$ cat src/hw/mips_pkg.sv
package mips_pkg;

    // first fetch address after reset
    localparam logic [31:0] RESET_VECTOR = 32'hBFC0_0000;

    // destination of jal
    localparam logic [4:0] LINK_REG = 5'd31;

    // primary opcodes
    localparam logic [5:0] OP_SPECIAL = 6'b000000;
    localparam logic [5:0] OP_J       = 6'b000010;
    localparam logic [5:0] OP_JAL     = 6'b000011;
    localparam logic [5:0] OP_BEQ     = 6'b000100;
    localparam logic [5:0] OP_BNE     = 6'b000101;
    localparam logic [5:0] OP_ADDIU   = 6'b001001;
    localparam logic [5:0] OP_SLTI    = 6'b001010;
    localparam logic [5:0] OP_ANDI    = 6'b001100;
    localparam logic [5:0] OP_ORI     = 6'b001101;
    localparam logic [5:0] OP_XORI    = 6'b001110;
    localparam logic [5:0] OP_LUI     = 6'b001111;
    localparam logic [5:0] OP_LW      = 6'b100011;
    localparam logic [5:0] OP_SW      = 6'b101011;

    // function field of SPECIAL
    localparam logic [5:0] FN_SLL   = 6'b000000;
    localparam logic [5:0] FN_SRL   = 6'b000010;
    localparam logic [5:0] FN_SRA   = 6'b000011;
    localparam logic [5:0] FN_JR    = 6'b001000;
    localparam logic [5:0] FN_JALR  = 6'b001001;
    localparam logic [5:0] FN_MFHI  = 6'b010000;
    localparam logic [5:0] FN_MFLO  = 6'b010010;
    localparam logic [5:0] FN_MULT  = 6'b011000;
    localparam logic [5:0] FN_MULTU = 6'b011001;
    localparam logic [5:0] FN_ADDU  = 6'b100001;
    localparam logic [5:0] FN_SUBU  = 6'b100011;
    localparam logic [5:0] FN_AND   = 6'b100100;
    localparam logic [5:0] FN_OR    = 6'b100101;
    localparam logic [5:0] FN_XOR   = 6'b100110;
    localparam logic [5:0] FN_SLT   = 6'b101010;
    localparam logic [5:0] FN_SLTU  = 6'b101011;

    typedef enum logic [3:0] {
        ALU_ADD, ALU_SUB, ALU_AND, ALU_OR, ALU_XOR, ALU_SLT,
        ALU_SLTU, ALU_SLL, ALU_SRL, ALU_SRA, ALU_LUI
    } alu_op_t;

    // register write-back source
    typedef enum logic [2:0] {WB_ALU, WB_MEM, WB_HI, WB_LO, WB_LINK} wb_sel_t;

    typedef enum logic [1:0] {DST_RT, DST_RD, DST_LINK} dst_sel_t;

    // kind of next address
    typedef enum logic [1:0] {PC_SEQ, PC_BRANCH, PC_JIMM, PC_JREG} pc_sel_t;

endpackage

$ cat src/hw/mips_ctrl_if.sv
`timescale 1ns/100ps

interface mips_ctrl_if import mips_pkg::*; ();

    // alu controls
    alu_op_t  alu_op;
    logic     alu_src_imm;
    logic     imm_zero_ext;
    logic     shift_imm;

    // write-back controls
    logic     reg_write;
    dst_sel_t dst_sel;
    wb_sel_t  wb_sel;

    logic     mem_read;
    logic     mem_write;

    logic     hilo_write;
    logic     mul_signed;

    // next address kind and branch sense
    pc_sel_t  pc_sel;
    logic     branch_ne;

    modport decoder (
        output alu_op, alu_src_imm, imm_zero_ext, shift_imm,
        output reg_write, dst_sel, wb_sel,
        output mem_read, mem_write,
        output hilo_write, mul_signed,
        output pc_sel, branch_ne
    );

    modport alu (input alu_op, alu_src_imm, imm_zero_ext, shift_imm, branch_ne);

    modport regs (input reg_write, dst_sel, wb_sel);

    modport hilo (input hilo_write, mul_signed);

endinterface

$ cat src/hw/mips_decoder.sv
`timescale 1ns/100ps

module mips_decoder import mips_pkg::*; (
    input  logic [31:0]         instr,
    input  logic                exec,
    input  logic                active,
    mips_ctrl_if.decoder        ctrl,
    output logic                data_read
);

    logic [5:0] opcode;
    logic [5:0] funct;
    logic       reg_write_d;
    logic       mem_write_d;
    logic       hilo_write_d;
    logic       commit;

    assign opcode = instr[31:26];
    assign funct  = instr[5:0];

    always_comb begin
        ctrl.alu_op       = ALU_ADD;
        ctrl.alu_src_imm  = 1'b0;
        ctrl.imm_zero_ext = 1'b0;
        ctrl.shift_imm    = 1'b0;
        ctrl.dst_sel      = DST_RD;
        ctrl.wb_sel       = WB_ALU;
        ctrl.mem_read     = 1'b0;
        ctrl.mul_signed   = 1'b0;
        ctrl.pc_sel       = PC_SEQ;
        ctrl.branch_ne    = 1'b0;
        reg_write_d       = 1'b0;
        mem_write_d       = 1'b0;
        hilo_write_d      = 1'b0;
        case (opcode)
            OP_SPECIAL: begin
                // r-type writes rd unless told otherwise below
                reg_write_d = 1'b1;
                case (funct)
                    FN_ADDU: ctrl.alu_op = ALU_ADD;
                    FN_SUBU: ctrl.alu_op = ALU_SUB;
                    FN_AND:  ctrl.alu_op = ALU_AND;
                    FN_OR:   ctrl.alu_op = ALU_OR;
                    FN_XOR:  ctrl.alu_op = ALU_XOR;
                    FN_SLT:  ctrl.alu_op = ALU_SLT;
                    FN_SLTU: ctrl.alu_op = ALU_SLTU;
                    FN_SLL, FN_SRL, FN_SRA: begin
                        ctrl.shift_imm = 1'b1;
                        if (funct == FN_SLL) begin
                            ctrl.alu_op = ALU_SLL;
                        end else if (funct == FN_SRL) begin
                            ctrl.alu_op = ALU_SRL;
                        end else begin
                            ctrl.alu_op = ALU_SRA;
                        end
                    end
                    FN_JR: begin
                        ctrl.pc_sel = PC_JREG;
                        reg_write_d = 1'b0;
                    end
                    FN_JALR: begin
                        ctrl.pc_sel = PC_JREG;
                        ctrl.wb_sel = WB_LINK;
                    end
                    FN_MFHI: ctrl.wb_sel = WB_HI;
                    FN_MFLO: ctrl.wb_sel = WB_LO;
                    // multiplies only touch hi/lo
                    FN_MULT, FN_MULTU: begin
                        reg_write_d     = 1'b0;
                        hilo_write_d    = 1'b1;
                        ctrl.mul_signed = (funct == FN_MULT);
                    end
                    default: reg_write_d = 1'b0;
                endcase
            end
            OP_J:   ctrl.pc_sel = PC_JIMM;
            OP_JAL: begin
                ctrl.pc_sel  = PC_JIMM;
                ctrl.dst_sel = DST_LINK;
                ctrl.wb_sel  = WB_LINK;
                reg_write_d  = 1'b1;
            end
            OP_BEQ, OP_BNE: begin
                ctrl.pc_sel    = PC_BRANCH;
                ctrl.branch_ne = (opcode == OP_BNE);
            end
            OP_ADDIU, OP_SLTI, OP_ANDI, OP_ORI, OP_XORI, OP_LUI: begin
                ctrl.alu_src_imm  = 1'b1;
                ctrl.imm_zero_ext = (opcode == OP_ANDI) || (opcode == OP_ORI) ||
                                    (opcode == OP_XORI);
                ctrl.dst_sel      = DST_RT;
                reg_write_d       = 1'b1;
                case (opcode)
                    OP_SLTI: ctrl.alu_op = ALU_SLT;
                    OP_ANDI: ctrl.alu_op = ALU_AND;
                    OP_ORI:  ctrl.alu_op = ALU_OR;
                    OP_XORI: ctrl.alu_op = ALU_XOR;
                    OP_LUI:  ctrl.alu_op = ALU_LUI;
                    default: ctrl.alu_op = ALU_ADD;
                endcase
            end
            OP_LW: begin
                ctrl.mem_read = 1'b1;
                ctrl.dst_sel  = DST_RT;
                ctrl.wb_sel   = WB_MEM;
                reg_write_d   = 1'b1;
            end
            OP_SW:   mem_write_d = 1'b1;
            default: ctrl.pc_sel = PC_SEQ;
        endcase
    end

    // state only changes at the end of the execute phase
    assign commit          = exec && active;
    assign ctrl.reg_write  = reg_write_d && commit;
    assign ctrl.mem_write  = mem_write_d && commit;
    assign ctrl.hilo_write = hilo_write_d && commit;

    assign data_read = ctrl.mem_read;

endmodule

$ cat src/flat_wrapper.sv
// flat-port wrapper written by rule: the top's interface ports become plain ports
module mips_decoder_flat import mips_pkg::*;
  (instr, exec, active, data_read, ctrl_alu_op, ctrl_alu_src_imm, ctrl_imm_zero_ext, ctrl_shift_imm, ctrl_reg_write, ctrl_dst_sel, ctrl_wb_sel, ctrl_mem_read, ctrl_mem_write, ctrl_hilo_write, ctrl_mul_signed, ctrl_pc_sel, ctrl_branch_ne);
  mips_ctrl_if ctrl_i ();
  input  logic [31:0] instr;
  input  logic exec;
  input  logic active;
  output logic data_read;
  output wire logic [$bits(ctrl_i.alu_op)-1:0] ctrl_alu_op;
  output wire logic [$bits(ctrl_i.alu_src_imm)-1:0] ctrl_alu_src_imm;
  output wire logic [$bits(ctrl_i.imm_zero_ext)-1:0] ctrl_imm_zero_ext;
  output wire logic [$bits(ctrl_i.shift_imm)-1:0] ctrl_shift_imm;
  output wire logic [$bits(ctrl_i.reg_write)-1:0] ctrl_reg_write;
  output wire logic [$bits(ctrl_i.dst_sel)-1:0] ctrl_dst_sel;
  output wire logic [$bits(ctrl_i.wb_sel)-1:0] ctrl_wb_sel;
  output wire logic [$bits(ctrl_i.mem_read)-1:0] ctrl_mem_read;
  output wire logic [$bits(ctrl_i.mem_write)-1:0] ctrl_mem_write;
  output wire logic [$bits(ctrl_i.hilo_write)-1:0] ctrl_hilo_write;
  output wire logic [$bits(ctrl_i.mul_signed)-1:0] ctrl_mul_signed;
  output wire logic [$bits(ctrl_i.pc_sel)-1:0] ctrl_pc_sel;
  output wire logic [$bits(ctrl_i.branch_ne)-1:0] ctrl_branch_ne;
  assign ctrl_alu_op = ctrl_i.alu_op;
  assign ctrl_alu_src_imm = ctrl_i.alu_src_imm;
  assign ctrl_imm_zero_ext = ctrl_i.imm_zero_ext;
  assign ctrl_shift_imm = ctrl_i.shift_imm;
  assign ctrl_reg_write = ctrl_i.reg_write;
  assign ctrl_dst_sel = ctrl_i.dst_sel;
  assign ctrl_wb_sel = ctrl_i.wb_sel;
  assign ctrl_mem_read = ctrl_i.mem_read;
  assign ctrl_mem_write = ctrl_i.mem_write;
  assign ctrl_hilo_write = ctrl_i.hilo_write;
  assign ctrl_mul_signed = ctrl_i.mul_signed;
  assign ctrl_pc_sel = ctrl_i.pc_sel;
  assign ctrl_branch_ne = ctrl_i.branch_ne;
  mips_decoder u_core (.instr(instr), .exec(exec), .active(active), .ctrl(ctrl_i), .data_read(data_read));
endmodule
$ cat config.mk
export PLATFORM = sky130hd
export DESIGN_NAME = mips_decoder_flat
export DESIGN_NICKNAME = d
export VERILOG_FILES = /design/src/hw/mips_pkg.sv /design/src/hw/mips_ctrl_if.sv /design/src/hw/mips_decoder.sv /design/src/flat_wrapper.sv
export SDC_FILE = /design/constraint.sdc
export NUM_CORES = 1
export LEC_CHECK = 0
export BUFFER_PORTS_ARGS = -buffer_cell sky130_fd_sc_hd__buf_2
export CAP_MARGIN = 20
export CORE_MARGIN = 10
export CORE_UTILIZATION = 42
export DETAILED_ROUTE_END_ITERATION = 10
export PLACE_DENSITY = 0.91
export SLEW_MARGIN = 20
export SYNTH_ARGS = -nofsm -noshare
export SYNTH_HDL_FRONTEND = slang
export SYNTH_SLANG_ARGS = --single-unit
$ cat constraint.sdc
create_clock -name vclk -period 4.12
set_input_delay 0 -clock vclk [all_inputs]
set_output_delay 0 -clock vclk [all_outputs]
set_load 0.02 [all_outputs]
==> results.toml <==
[outcome]
status = "finished clean"

[layout]
nFlopsAndLatches = 0
clock_buffers = 0
n_antenna_cell = 0
drive_gt1_frac = 0.345
layout_common_cells = "35 x buf_2, 8 x nor3_1, 8 x nor2_1, 8 x nand2_1, 5 x nor2b_1"
mostFrequentLayoutCell = "buf_2"
syn2layout_area_growth_pct = 24.6
regArea_um2 = 0
nNetsFinal = 152

[synth]
muxShareOfSynthArea = 0.0571
yosysWarnings = 0
synth_fa_ha_area_frac = 0
synth_compound_area_frac = 0.262
synthSimpleGateAreaFrac = 0.587
synth_cells = 92
ys_types = 41
synth_area_per_cell_um2 = 6.19
ys_seq_area_frac = 0
syn_nets = 126
netlist_area_um2 = 569
synth_top_family_by_area = "simple AND/OR/NAND/NOR gates"
synth_xor_xnor_area_share = 0

[floorplanning]
die_w_um = 56.8
start_util = 0.443
die-area_mm2 = 0.00323
fp.dieH_um = 56.8
row_count = 13
core-area_mm2 = 0.00128
ioPinCount = 55

[timing]
setup_viol = 0
hold_viol = 0
min_period_ns = 1.71
whs_ns = 0.337
fin_crit_sh = 0.415
max_freq_mhz = 585
rsz0062_at_grt = "false"
worstMarginPinSlew_ns = 0.363
tns_ns = 0
drv_slew = 0
maxSlewHeadroom = 0.756

[power_and_ir_drop]
p_int_w = 0.0000195
ir_drop_v = 0.0000548
pwr-share-comb = 1.000
switching_share = 0.626
seq_power_share = 0
p_clk_frac = 0
p_per_area_mw_per_mm2 = 73.6
switchingPower_w = 0.0000327
leakage_nw = 0.312

[cts]
cts_hold_buffers = 0
postCtsSetupBuffers = 0
cts_resized = 0

[routing]
routedWlPerCell_um = 14.7
drcViolationCount = 0
routed-wl-met3_um = 161
route.antenna.remaining_nets = 0
num_vias = 798
drt_iter0_drc = 21
m1WireLength_um = 846
routed.top_layer = "met3"
drt-pass1-iter-count = 4
wl_met2_um = 923
wl_um = 1930
viasPerCell = 6.09

[setup_path]
critPathCaptureType = "output pin"
path_class = "input port to output pin"
cp.arrival_ns = 1.71
crit_path_start = "instr[31]"
startpoint_type = "input port"
cp.required_ns = 4.12
critical_path.max_fanout = 6

[global_route]
antenna_found_initial = 0
grt_max_degree = 15
grt_pass1_wl_um = 3550
grt_pass1_vias = 782
grtUsageTotal = 0.119
grt.overflow.total = 0

[min_path]
hold_class = "input port to output pin"
hold_start = "instr[4]"

[placed_design]
numPortBuffers = 35
place_congestion = 0.877
dp_hpwl_um = 1550

[run]
maxCapViolCount = 0
==> worst max-delay path, stage by stage <==
cell	delay (ns)
buf_2	0.12
or4_1	0.62
nor3_1	0.23
nand2b_1	0.13
o41ai_1	0.38
buf_2	0.23
==> power by group through the flow <==
stage / Clock (W) / Combinational (W) / Sequential, W
final: 0 / 0.0000522 / 0
after global routing: 0 / 0.0000585 / 0
after CTS: 0 / 0.0000516 / 0
after detailed placement: 0 / 0.0000514 / 0
after global placement: 0 / 0.0000499 / 0
after floorplan: 0 / 0.0000360 / 0
==> kinds of logic (layout without fill, tap and decap cells) <==
logic type / after synthesis / count (layout)
and+or+nand+nor: 57 / 57
buffers and inverters: 11 / 35
AOI/OAI and AO/OA: 21 / 21
muxes: 3 / 3
==> per-stage QoR <==
stage / std cells / instance area (um^2) / power [W] / setup slack (ns) / utilization
after global placement: 131 / 709 / 0.0000499 / 2.43 / 0.552
after detailed placement: 131 / 709 / 0.0000514 / 2.39 / 0.552
after floorplan: 92 / 569 / 0.0000360 / 2.30 / -
final: 131 / 709 / 0.0000522 / 2.41 / 0.552
after CTS: 131 / 709 / 0.0000516 / 2.40 / 0.552
after global routing: 131 / 709 / 0.0000585 / 2.17 / 0.552
==> area by class of cell <==
type	count	area (um^2)
fill	135	576
timing repair buffer	35	175
tap	15	18.8
multi-input combinational	81	515
==> routing by layer <==
metal | up-vias | GRT usage
met5 | - | 0
met2 | 36 | 0.201
li1 | 407 | -
met3 | 0 | 0.0225
met4 | 0 | 0.0101
met1 | 355 | 0.156
==> Yosys cell counts <==
library cell	count	area [um^2]
nand3_1	4	20.0
o32a_1	1	10.0
or2b_1	1	7.51
o21bai_1	1	7.51
o41ai_1	1	8.76
nand4b_1	2	17.5
nand3b_1	2	15.0
nor2b_1	5	31.3
buf_4	1	7.51
a21boi_0	1	7.51
o22ai_1	3	18.8
nor3_1	8	40.0
a211oi_1	2	15.0
mux2_2	2	22.5
nand4_1	2	12.5
a311o_1	1	10.0
or4_1	1	7.51
or4bb_1	1	11.3
nand2b_1	2	12.5
buf_2	1	5.00
mux2i_1	1	10.0
and4b_1	1	10.0
a31o_2	1	8.76
a22oi_1	1	7.51
a211o_1	1	8.76
o21a_1	1	7.51
and3_1	1	6.26
or3_1	3	18.8
and3b_1	1	8.76
a21o_1	1	7.51
or2_2	1	6.26
or4b_2	1	10.0
nand2_1	8	30.0
nor2_1	8	30.0
clkbuf_1	8	30.0
a21oi_1	3	15.0
o21ai_0	2	10.0
nor4b_1	3	26.3
nor4_1	2	12.5
a31oi_1	1	6.26
buf_6	1	11.3
==> final timing paths <==
path	endpoint	depth (start not counted)	slack (ns)
worst min-delay path	ctrl_shift_imm	3	0.34
worst max-delay path	ctrl_alu_op[0]	6	2.41
No activity file was read; power rests on OpenSTA's default activity.
